===== config.mk =====
export PLATFORM = sky130hd
export DESIGN_NAME = valu_top
export DESIGN_NICKNAME = d
export VERILOG_FILES = /design/src/verilog/valu_pkg.sv /design/src/verilog/valu_stage_if.sv /design/src/verilog/valu_issue.sv /design/src/verilog/valu_div_pipe.sv /design/src/verilog/valu_writeback.sv /design/src/verilog/valu_top.sv
export SDC_FILE = /design/constraint.sdc
export NUM_CORES = 2
export LEC_CHECK = 0
export BUFFER_PORTS_ARGS = -buffer_cell sky130_fd_sc_hd__buf_2
export CAP_MARGIN = 20
export CORE_UTILIZATION = 40
export DETAILED_ROUTE_END_ITERATION = 12
export GPL_TIMING_DRIVEN = 0
export PLACE_DENSITY = 0.6
export SKIP_LAST_GASP = 1
export SYNTH_ARGS = -nofsm -noshare
export SYNTH_HDL_FRONTEND = slang
export SYNTH_SLANG_ARGS = --single-unit

===== constraint.sdc =====
create_clock -name clk -period 32.2 [get_ports clk]
set_input_delay 3.22 -clock clk [delete_from_list [all_inputs] [get_ports clk]]
set_output_delay 3.22 -clock clk [all_outputs]
set_load 0.005 [all_outputs]

===== src/verilog/valu_pkg.sv =====
/*
 * Lane ALU widths, opcode values, stage word types
 * and the restoring division step
 */
`default_nettype none

package valu_pkg;

    localparam int DATA_W        = 32;
    localparam int MICROOP_W     = 7;
    localparam int DIV_STAGES    = 4;
    localparam int DIV_STEP_BITS = DATA_W / DIV_STAGES;

    // ------------------------------------------------------------
    // Opcodes
    // ------------------------------------------------------------
    localparam logic [MICROOP_W-1:0] OP_VADD  = 7'b0000001;
    localparam logic [MICROOP_W-1:0] OP_VADDI = 7'b0000010;
    localparam logic [MICROOP_W-1:0] OP_VSUB  = 7'b0000101;
    localparam logic [MICROOP_W-1:0] OP_VDIV  = 7'b0001100;
    localparam logic [MICROOP_W-1:0] OP_VDIVU = 7'b0001101;
    localparam logic [MICROOP_W-1:0] OP_VREM  = 7'b0001110;
    localparam logic [MICROOP_W-1:0] OP_VREMU = 7'b0001111;
    localparam logic [MICROOP_W-1:0] OP_VSLL  = 7'b0010000;
    localparam logic [MICROOP_W-1:0] OP_VSRA  = 7'b0010010;
    localparam logic [MICROOP_W-1:0] OP_VSRL  = 7'b0010100;
    localparam logic [MICROOP_W-1:0] OP_VAND  = 7'b0010110;
    localparam logic [MICROOP_W-1:0] OP_VANDI = 7'b0010111;
    localparam logic [MICROOP_W-1:0] OP_VOR   = 7'b0011000;
    localparam logic [MICROOP_W-1:0] OP_VORI  = 7'b0011001;
    localparam logic [MICROOP_W-1:0] OP_VXOR  = 7'b0011010;
    localparam logic [MICROOP_W-1:0] OP_VXORI = 7'b0011011;
    localparam logic [MICROOP_W-1:0] OP_VSEQ  = 7'b0011100;
    localparam logic [MICROOP_W-1:0] OP_VSLT  = 7'b0011101;
    localparam logic [MICROOP_W-1:0] OP_VSLTU = 7'b0011110;

    // ------------------------------------------------------------
    // Stage word
    // ------------------------------------------------------------
    typedef struct packed {
        logic [DATA_W-1:0] quot;
        logic [DATA_W-1:0] rem;
        logic [DATA_W-1:0] dvs;
    } div_state_t;

    // View picked by is_div
    typedef union packed {
        div_state_t dstate;
        struct packed {
            logic [2*DATA_W-1:0] pad;
            logic [DATA_W-1:0]   res;
        } ival;
    } stage_word_u;

    // One group of restoring steps, dividend bits shift out of quot
    function automatic div_state_t div_step(input div_state_t st_in);
        div_state_t      st;
        logic [DATA_W:0] shifted;
        int              i;
        st = st_in;
        for (i = 0; i < DIV_STEP_BITS; i++) begin
            shifted = {st.rem, st.quot[DATA_W-1]};
            st.quot = {st.quot[DATA_W-2:0], 1'b0};
            if (shifted >= {1'b0, st.dvs}) begin
                st.quot[0] = 1'b1;
                shifted    = shifted - {1'b0, st.dvs};
            end
            st.rem = shifted[DATA_W-1:0];
        end
        return st;
    endfunction

endpackage

`default_nettype wire


===== src/verilog/valu_stage_if.sv =====
/* Stage interface for one in-flight lane operation */
`default_nettype none
`timescale 1ns/100ps

interface valu_stage_if import valu_pkg::*; ();

    logic        valid;
    logic        is_div;
    logic        is_rem;
    // Sign fixups applied at writeback
    logic        neg_quot;
    logic        neg_rem;
    stage_word_u word;

    modport src (
        output valid, is_div, is_rem, neg_quot, neg_rem, word
    );

    modport dst (
        input valid, is_div, is_rem, neg_quot, neg_rem, word
    );

endinterface

`default_nettype wire


===== src/verilog/valu_issue.sv =====
/*
 * Issue stage: opcode decode, integer results,
 * division operand setup and first quotient group
 */
`default_nettype none
`timescale 1ns/100ps

module valu_issue import valu_pkg::*; (
    input  logic                 clk,
    input  logic                 rst_n,
    input  logic                 valid_i,
    input  logic [MICROOP_W-1:0] microop_i,
    input  logic [DATA_W-1:0]    data_a_i,
    input  logic [DATA_W-1:0]    data_b_i,
    input  logic [DATA_W-1:0]    imm_i,
    valu_stage_if.src            issue_q
);

    logic              known_op;
    logic              is_div;
    logic              is_rem;
    logic              sign_div;
    logic [4:0]        shamt;
    logic [DATA_W-1:0] int_res;
    logic [DATA_W-1:0] a_mag;
    logic [DATA_W-1:0] b_mag;
    div_state_t        div_init;
    stage_word_u       word_d;

    assign shamt = data_b_i[4:0];

    // ------------------------------------------------------------
    // Decode and integer group
    // ------------------------------------------------------------
    always_comb begin
        known_op = 1'b1;
        is_div   = 1'b0;
        is_rem   = 1'b0;
        sign_div = 1'b0;
        int_res  = '0;
        case (microop_i)
            OP_VADD:  int_res = data_a_i + data_b_i;
            OP_VADDI: int_res = data_a_i + imm_i;
            OP_VSUB:  int_res = data_a_i - data_b_i;
            OP_VSLL:  int_res = data_a_i << shamt;
            OP_VSRL:  int_res = data_a_i >> shamt;
            OP_VSRA:  int_res = $signed(data_a_i) >>> shamt;
            OP_VAND:  int_res = data_a_i & data_b_i;
            OP_VANDI: int_res = data_a_i & imm_i;
            OP_VOR:   int_res = data_a_i | data_b_i;
            OP_VORI:  int_res = data_a_i | imm_i;
            OP_VXOR:  int_res = data_a_i ^ data_b_i;
            OP_VXORI: int_res = data_a_i ^ imm_i;
            OP_VSEQ:  int_res = {{(DATA_W-1){1'b0}}, data_a_i == data_b_i};
            OP_VSLT:  int_res = {{(DATA_W-1){1'b0}}, $signed(data_a_i) < $signed(data_b_i)};
            OP_VSLTU: int_res = {{(DATA_W-1){1'b0}}, data_a_i < data_b_i};
            OP_VDIV, OP_VDIVU, OP_VREM, OP_VREMU: begin
                is_div   = 1'b1;
                is_rem   = (microop_i == OP_VREM) || (microop_i == OP_VREMU);
                sign_div = (microop_i == OP_VDIV) || (microop_i == OP_VREM);
            end
            default:  known_op = 1'b0;
        endcase
    end

    // Divider works on magnitudes
    assign a_mag    = (sign_div && data_a_i[DATA_W-1]) ? -data_a_i : data_a_i;
    assign b_mag    = (sign_div && data_b_i[DATA_W-1]) ? -data_b_i : data_b_i;
    assign div_init = '{quot: a_mag, rem: '0, dvs: b_mag};

    always_comb begin
        if (is_div) begin
            word_d.dstate = div_step(div_init);
        end else begin
            word_d.ival.pad = '0;
            word_d.ival.res = int_res;
        end
    end

    always_ff @(posedge clk or negedge rst_n) begin
        if (!rst_n) begin
            issue_q.valid <= 1'b0;
        end else begin
            issue_q.valid <= valid_i & known_op;
        end
    end

    always_ff @(posedge clk) begin
        issue_q.is_div   <= is_div;
        issue_q.is_rem   <= is_rem;
        issue_q.neg_quot <= sign_div & (data_a_i[DATA_W-1] ^ data_b_i[DATA_W-1]);
        issue_q.neg_rem  <= sign_div & data_a_i[DATA_W-1];
        issue_q.word     <= word_d;
    end

endmodule

`default_nettype wire


===== src/verilog/valu_div_pipe.sv =====
/*
 * Division groups two to four with their stage registers
 * and pass-through of integer results
 */
`default_nettype none
`timescale 1ns/100ps

module valu_div_pipe import valu_pkg::*; (
    input  logic      clk,
    input  logic      rst_n,
    valu_stage_if.dst stage_in,
    valu_stage_if.src stage_out
);

    // Index 0 after group two, index 1 after group three
    logic        valid_q    [2];
    logic        is_div_q   [2];
    logic        is_rem_q   [2];
    logic        neg_quot_q [2];
    logic        neg_rem_q  [2];
    stage_word_u word_q     [2];

    function automatic stage_word_u advance(input stage_word_u w, input logic is_div);
        stage_word_u nxt;
        nxt = w;
        if (is_div) begin
            nxt.dstate = div_step(w.dstate);
        end
        return nxt;
    endfunction

    // ------------------------------------------------------------
    // Stage registers
    // ------------------------------------------------------------
    always_ff @(posedge clk or negedge rst_n) begin
        if (!rst_n) begin
            valid_q[0] <= 1'b0;
            valid_q[1] <= 1'b0;
        end else begin
            valid_q[0] <= stage_in.valid;
            valid_q[1] <= valid_q[0];
        end
    end

    always_ff @(posedge clk) begin
        is_div_q[0]   <= stage_in.is_div;
        is_rem_q[0]   <= stage_in.is_rem;
        neg_quot_q[0] <= stage_in.neg_quot;
        neg_rem_q[0]  <= stage_in.neg_rem;
        word_q[0]     <= advance(stage_in.word, stage_in.is_div);

        is_div_q[1]   <= is_div_q[0];
        is_rem_q[1]   <= is_rem_q[0];
        neg_quot_q[1] <= neg_quot_q[0];
        neg_rem_q[1]  <= neg_rem_q[0];
        word_q[1]     <= advance(word_q[0], is_div_q[0]);
    end

    // Last group is combinational into writeback
    assign stage_out.valid    = valid_q[1];
    assign stage_out.is_div   = is_div_q[1];
    assign stage_out.is_rem   = is_rem_q[1];
    assign stage_out.neg_quot = neg_quot_q[1];
    assign stage_out.neg_rem  = neg_rem_q[1];
    assign stage_out.word     = advance(word_q[1], is_div_q[1]);

    // ------------------------------------------------------------
    // Checks
    // ------------------------------------------------------------
    a_valid_known: assert property (@(posedge clk) disable iff (!rst_n)
        !$isunknown(stage_in.valid) && !$isunknown(stage_out.valid));

endmodule

`default_nettype wire


===== src/verilog/valu_writeback.sv =====
/* Writeback: sign fixup, quotient or remainder pick, result register */
`default_nettype none
`timescale 1ns/100ps

module valu_writeback import valu_pkg::*; (
    input  logic              clk,
    input  logic              rst_n,
    valu_stage_if.dst         stage_in,
    output logic              valid_o,
    output logic [DATA_W-1:0] result_o
);

    div_state_t        st;
    logic [DATA_W-1:0] res_d;

    assign st = stage_in.word.dstate;

    always_comb begin
        if (!stage_in.is_div) begin
            res_d = stage_in.word.ival.res;
        end else if (stage_in.is_rem) begin
            // Remainder follows the dividend sign
            res_d = stage_in.neg_rem ? -st.rem : st.rem;
        end else begin
            res_d = stage_in.neg_quot ? -st.quot : st.quot;
        end
    end

    always_ff @(posedge clk or negedge rst_n) begin
        if (!rst_n) begin
            valid_o <= 1'b0;
        end else begin
            valid_o <= stage_in.valid;
        end
    end

    always_ff @(posedge clk) begin
        result_o <= res_d;
    end

    a_result_known: assert property (@(posedge clk) disable iff (!rst_n)
        valid_o |-> !$isunknown(result_o));

endmodule

`default_nettype wire


===== src/verilog/valu_top.sv =====
/* Lane integer unit top: issue, divide pipeline and writeback */
`default_nettype none
`timescale 1ns/100ps

module valu_top import valu_pkg::*; (
    input  logic                 clk,
    input  logic                 rst_n,
    input  logic                 valid_i,
    input  logic [MICROOP_W-1:0] microop_i,
    input  logic [DATA_W-1:0]    data_a_i,
    input  logic [DATA_W-1:0]    data_b_i,
    input  logic [DATA_W-1:0]    imm_i,
    output logic                 valid_o,
    output logic [DATA_W-1:0]    result_o
);

    valu_stage_if issue_q ();
    valu_stage_if pipe_q ();

    valu_issue u_issue (
        .clk       (clk),
        .rst_n     (rst_n),
        .valid_i   (valid_i),
        .microop_i (microop_i),
        .data_a_i  (data_a_i),
        .data_b_i  (data_b_i),
        .imm_i     (imm_i),
        .issue_q   (issue_q.src)
    );

    valu_div_pipe u_div_pipe (
        .clk       (clk),
        .rst_n     (rst_n),
        .stage_in  (issue_q.dst),
        .stage_out (pipe_q.src)
    );

    valu_writeback u_writeback (
        .clk      (clk),
        .rst_n    (rst_n),
        .stage_in (pipe_q.dst),
        .valid_o  (valid_o),
        .result_o (result_o)
    );

endmodule

`default_nettype wire


### Word-level counts from Yosys, hierarchy flattened

Memory sizes are Yosys's and may differ from the RTL's.
Index checks and enable logic that the tools add are counted.

* flip-flop bits (word level): 136
* bits in writable memories: 200
* input port bits: 106
* logic and storage cells: 234
* memories kept: 5

* $add $sub $neg: 39
* order comparisons: 34
* equality and inequality tests: 20
* shift-type cells: 3
* mux-type cells: 106
* bitwise gates (word level): 10
* reductions and logical operators: 6

Memory list
* u_div_pipe.word_q: depth 2, width 96, read ports 2, clocked after Yosys merged registers in 0, write ports 2, RTL line valu_div_pipe.sv:21 `stage_word_u word_q [2];`
* u_div_pipe.is_div_q: depth 2, width 1, read ports 2, clocked after Yosys merged registers in 0, write ports 2, RTL line valu_div_pipe.sv:17 `logic is_div_q [2];`
* u_div_pipe.is_rem_q: depth 2, width 1, read ports 2, clocked after Yosys merged registers in 0, write ports 2, RTL line valu_div_pipe.sv:18 `logic is_rem_q [2];`
* u_div_pipe.neg_quot_q: depth 2, width 1, read ports 2, clocked after Yosys merged registers in 0, write ports 2, RTL line valu_div_pipe.sv:19 `logic neg_quot_q [2];`
* u_div_pipe.neg_rem_q: depth 2, width 1, read ports 2, clocked after Yosys merged registers in 0, write ports 2, RTL line valu_div_pipe.sv:20 `logic neg_rem_q [2];`

Operators by type and width (number)
* $mux 32: 67
* $sub 32x32->32: 32
* $ge 33x32->1: 31
* $pmux 32 s15: 1
* $mux 96: 3
* $neg 32->32: 4
* $eq 7x5->1 const B: 12
* $add 32x32->32: 2
* $and 32x32->32: 2
* $lt 32x32->1: 2
* $or 32x32->32: 2
* $xor 32x32->32: 2
* $mux 1: 35
* $eq 32x32->1: 1
* $ge 1x32->1: 1
* $shl 32x5->32: 1
* $shr 32x5->32: 1
* $sshr 32x5->32: 1
* $sub 1x32->32: 1
* $eq 7x4->1 const B: 4
* $reduce_or 19->1: 1
* $eq 7x1->1 const B: 1
* $eq 7x2->1 const B: 1
* $eq 7x3->1 const B: 1
* other kinds (5): 9

### Logic depth before layout (Yosys ltp)

An unclocked memory read counts as a cell.

* depth in word-level cells: 29
* gate-level depth with buffers: 155
* mapped depth without buffers: 138

### Cells and area by module

Synthesis repeated with hierarchy kept, for this count alone.

* cells, all modules: 11229
* area, all modules: 82039.9 sq um

By module, submodules not included
* valu_div_pipe: times used 1, cells an instance 7170, area an instance 53107.2 sq um
* valu_issue: times used 1, cells an instance 3733, area an instance 26183.9 sq um
* valu_writeback: times used 1, cells an instance 326, area an instance 2748.9 sq um

### Least setup slack after synthesis

Ideal clock, no wire load.

* path kind: in2reg
* start: input port data_b_i[1]
* end: register u_issue.issue_q.word[36]
* data arrival time: 32181 ps
* data required time: 32071 ps
* slack: -111 ps
* stages: 145
* buffers on the path: 14
* cell sequence: clkbuf_1 inv_2 clkbuf_1 clkbuf_1 ha_1 nand4_1 nand2_1 clkbuf_1 inv_1 ha_1 buf_1 a31oi_1 a2111oi_0 nand4_1 nor4_2 nand3_1 mux2_2 inv_1 [109 not listed] o21ai_0 a21boi_0 o21ai_0 a21boi_0 o21a_1 o21ai_0 a21oi_1 a211oi_1 nor4_1 o31ai_1 a21oi_1 o31a_1 o21a_1 o21ai_0 nand2_1 nor2_1 clkbuf_1 o21ai_0

* longest elaborated chain between the ends: 25

Ends and longest elaborated chain
* start: declaration: RTL line valu_top.sv:11 `input logic [DATA_W-1:0] data_b_i,`
* $neg 32->32: RTL line valu_issue.sv:68 `assign b_mag = (sign_div && data_b_i[DATA_W-1]) ? -data_b_i : data_b_i;`
* $mux 32 *: RTL line valu_issue.sv:68
* $sub 1x32->32 or $ge 1x32->1 (tied branches): RTL line valu_pkg.sv:66, valu_pkg.sv:64
* $mux 32: RTL line valu_pkg.sv:64 `if (shifted >= {1'b0, st.dvs}) begin`
* $mux 32: RTL line valu_issue.sv:72 `if (is_div) begin`
* $sub 32x32->32 or $ge 33x32->1 (tied branches): RTL line valu_pkg.sv:66, valu_pkg.sv:64
* $mux 32: RTL line valu_pkg.sv:64
* $mux 32: RTL line valu_issue.sv:72
* [9 not listed]
* $sub 32x32->32 or $ge 33x32->1 (tied branches): RTL line valu_pkg.sv:66, valu_pkg.sv:64
* $mux 32: RTL line valu_pkg.sv:64
* $mux 32: RTL line valu_issue.sv:72
* $ge 33x32->1 or $sub 32x32->32 (tied branches): RTL line valu_pkg.sv:64, valu_pkg.sv:66
* $mux 32: RTL line valu_pkg.sv:64
* $mux 32: RTL line valu_issue.sv:72
* $sub 32x32->32 or $ge 33x32->1 (tied branches): RTL line valu_pkg.sv:66, valu_pkg.sv:64
* $mux 32 *: RTL line valu_pkg.sv:64
* end signal: assignment: RTL line valu_issue.sv:93 `issue_q.word <= word_d;`
* end: declaration: RTL line valu_stage_if.sv:16 `output valid, is_div, is_rem, neg_quot, neg_rem, word`

Every way passes the cells marked *; elsewhere a longest branch is shown, timed or not. The select of a mux whose other input is x is not followed.
A chain may end at the register's enable or synchronous reset.

### Worst setup path after layout

* start: input port data_b_i[0]
* end: register u_issue.issue_q.word[32]

* longest elaborated chain between the ends: 25

Ends and longest elaborated chain (RTL line)
* $neg 32->32: valu_issue.sv:68
* $mux 32 *: valu_issue.sv:68
* $sub 1x32->32 or $ge 1x32->1 (tied branches): valu_pkg.sv:66, valu_pkg.sv:64
* $mux 32: valu_pkg.sv:64
* $mux 32: valu_issue.sv:72
* $sub 32x32->32 or $ge 33x32->1 (tied branches): valu_pkg.sv:66, valu_pkg.sv:64
* $mux 32: valu_pkg.sv:64
* $mux 32: valu_issue.sv:72
* [9 not listed]
* $sub 32x32->32 or $ge 33x32->1 (tied branches): valu_pkg.sv:66, valu_pkg.sv:64
* $mux 32: valu_pkg.sv:64
* $mux 32: valu_issue.sv:72
* $sub 32x32->32 or $ge 33x32->1 (tied branches): valu_pkg.sv:66, valu_pkg.sv:64
* $mux 32: valu_pkg.sv:64
* $mux 32: valu_issue.sv:72
* $ge 33x32->1: valu_pkg.sv:64
* $mux 32 *: valu_pkg.sv:64

Marks and branches as above.

==> qor.csv <==
metric;value;unit
outcome;finished, final reports clean;
design.die.area;0.2015;mm^2
via_per_inst;6.456;
startpoint_type;input pin;
core_area;0.1978;mm^2
worst_hold_path_type;flop to flop;
ys_types;122;
regArea;0.006766;mm^2
relSlewSlack;9.868;%
worst_path_max_delay_cell;a2111oi_4;
syn2layout_area_growth;13.15;%
fp-row-count;163;
wire_per_inst;27.79;um
fill_cells;20290;
layout_commonest_cell;ha_1;
worstPathArrival;32000;ps
drv_cap;0;
ys_seq_elements;336;
cts_buffers;40;
num_vias;91210;
drc;0;
htreeDepth;2;
synth_edf_count;0;
overflow;0;
io_pins;139;
port_buffers;131;
layout_common_cells;ha_1 (1049), a21oi_1 (975), nor2_1 (896);
synth_nets;12240;
async_flop_share;1.190;%
period_needed;31510;ps
cts_tree;built;
synth_area;0.07989;mm^2
yosys_warnings;0;
drtIter0Drc;9690;
dieHeight;448.9;um
firstDrtPassIters;9;
syn_avg_cell_area;7.239;um^2
grt_antenna_before_repair;30;
die_x;448.9;um
worst_path_most_repeated_cell;o21ai_1;
multi_input_area;0.07181;mm^2
tightest_slew;1318;ps
grt_pass1_vias;84680;
nets;12640;
end_kind;flop;
wl;392.6;mm
hpwl;312.4;mm
start_util;40.38;%
fin_crit_sh;97.86;%
hold_viol_final;0;
grt_start_max_net_pins;27;
syn_inst;11040;
slew_violations;0;
insertion_delay;640;ps
gp_congestion;1.081;
cts.hold.buffers_added;0;
clk_pin_slew;60;ps
fmax;31.74;MHz
root_buffer;clkbuf_16;
path_max_fanout;17;
ant_nets;0;
grt_pass1_wl;558.0;mm
grt.total_usage;36.60;%
cts.sinks;336;
clockBufferDepth;3;
timing.setup.tns;0;ps
drive_above_1_share;14.42;%
synth_ff_type;dfxtp_1;
ys_seq_area_share;8.445;%
required;32690;ps
slowest_delay;490;ps
setup-violations-final;0;
skew;48.52;ps
worstSetupPathType;input pin to flop;
final cells by class:
type | instances | area share, %
well taps | 2640 | 3.654
multi-input cells | 9706 | 79.44
clock inverters | 22 | 0.3917
repair buffers | 370 | 2.904
flip-flops and latches | 336 | 7.485
clock buffers | 49 | 1.178
diodes | 23 | 0.06367
plain buffers | 375 | 2.118
inverters | 607 | 2.761
synthesized netlist by cell type (120+ instances only):
cell type / instances / area, um^2
xnor2_1: 609 / 5334
nand4_1: 211 / 1320
ha_1: 1062 / 13290
a31oi_1: 140 / 875.8
nor2_1: 909 / 3412
o21bai_1: 120 / 900.9
o21a_1: 138 / 1036
inv_1: 600 / 2252
nand2b_1: 164 / 1026
clkbuf_1: 301 / 1130
nand2_1: 885 / 3322
mux2i_1: 210 / 2102
a21o_1: 346 / 2597
o21ai_0: 779 / 3899
dfxtp_1: 332 / 6646
a21oi_1: 1024 / 5125
xor2_1: 298 / 2610
nor2b_1: 161 / 1007
nand3_1: 282 / 1411
mux2_2: 525 / 5912
nor3_1: 270 / 1351
stage by stage:
| stage | cell area [um^2] | std cells | utilization (%) | worst slack (ps) | hold slack, ps |
|---|---|---|---|---|---|
| 6_report | 90400 | 14130 | 45.69 | 689.6 | 327.2 |
| 3_3_place_gp | 83850 | 13810 | 42.38 | -11040 | 311.8 |
| 3_5_place_dp | 84440 | 13840 | 42.68 | -11150 | 317.5 |
| 5_1_grt | 90350 | 14110 | 45.67 | -216.0 | 334.3 |
| 2_1_floorplan | 79890 | 11040 | - | 42.53 | 309.6 |
| 4_1_cts | 88600 | 14000 | 44.79 | -15.34 | 331.0 |
layer usage:
metal	up-vias	GRT usage (%)	part of all wire [%]	wire length (um)
li1	41790	-	-	-
met1	43550	46.52	41	160000
met2	4657	55.98	42	165700
met3	1193	8.150	9.7	38150
met4	20	22.49	7.3	28560
met5	-	0	0.065	257
registers in the layout, summed over array words and instances (netlist names):
register	count
u_issue.issue_q.valid	1
u_issue.issue_q.is_rem	1
u_writeback.valid_o	1
u_div_pipe.valid_q	1
u_div_pipe.is_div_q	2
u_writeback.result_o	32
u_div_pipe.word_q	192
u_issue.issue_q.is_div	1
u_issue.issue_q.neg_quot	1
u_issue.issue_q.word	96
u_issue.issue_q.neg_rem	1
u_div_pipe.neg_quot_q	2
u_div_pipe.is_rem_q	2
u_div_pipe.stage_out.valid	1
u_div_pipe.neg_rem_q	2
logic make-up (layout without fill, tap and decap cells):
| group | count (synthesis) | in the layout | share of synthesized area, % |
|---|---|---|---|
| mux | 742 | 742 | 10.18 |
| other cells | 0 | 23 | 0 |
| buf+inv | 994 | 1423 | 4.739 |
| compound gates | 3551 | 3551 | 28.59 |
| simple gates | 3411 | 3411 | 20.64 |
| xor+xnor | 907 | 907 | 9.944 |
| fa+ha+maj | 1095 | 1095 | 17.46 |
| flops | 336 | 336 | 8.445 |
repair_timing:
action                     4_1_cts  5_1_grt
gates resized for setup        552      331
setup endpoints to repair      134      130
cloned                           0        1
pin swaps                       71      112
buffers inserted               106       99
worst max-delay path: cells and delay by family:
family                   cells  cell delay, ps
AO/OA/AOI/OAI               80           15610
adder cells (fa/ha/maj)      9            2260
buffers and inverters       21            3780
multiplexers                 6            2010
AND/OR/NAND/NOR             28            4960
worst paths after layout:
kind | start | to | slack, ps | cells after the start
worst max-delay path | data_b_i[0] | u_issue.issue_q.word[32] | 690 | 144
worst min-delay path | u_div_pipe.neg_quot_q[0][0] | u_div_pipe.neg_quot_q[0][1] | 330 | 0
worst max register to register | u_div_pipe.word_q[0][152] | u_writeback.result_o[30] | 750 | 127
worst min register to register | u_div_pipe.neg_quot_q[0][0] | u_div_pipe.neg_quot_q[0][1] | 330 | 0
max in group asynchronous | rst_n | u_writeback.valid_o | 29670 | 1
min in group asynchronous | rst_n | u_div_pipe.stage_out.valid | 2410 | 1
Power is left out: the tool's default activity adds up to more than one toggle a clock period on the data nets, which glitch-free logic cannot reach.
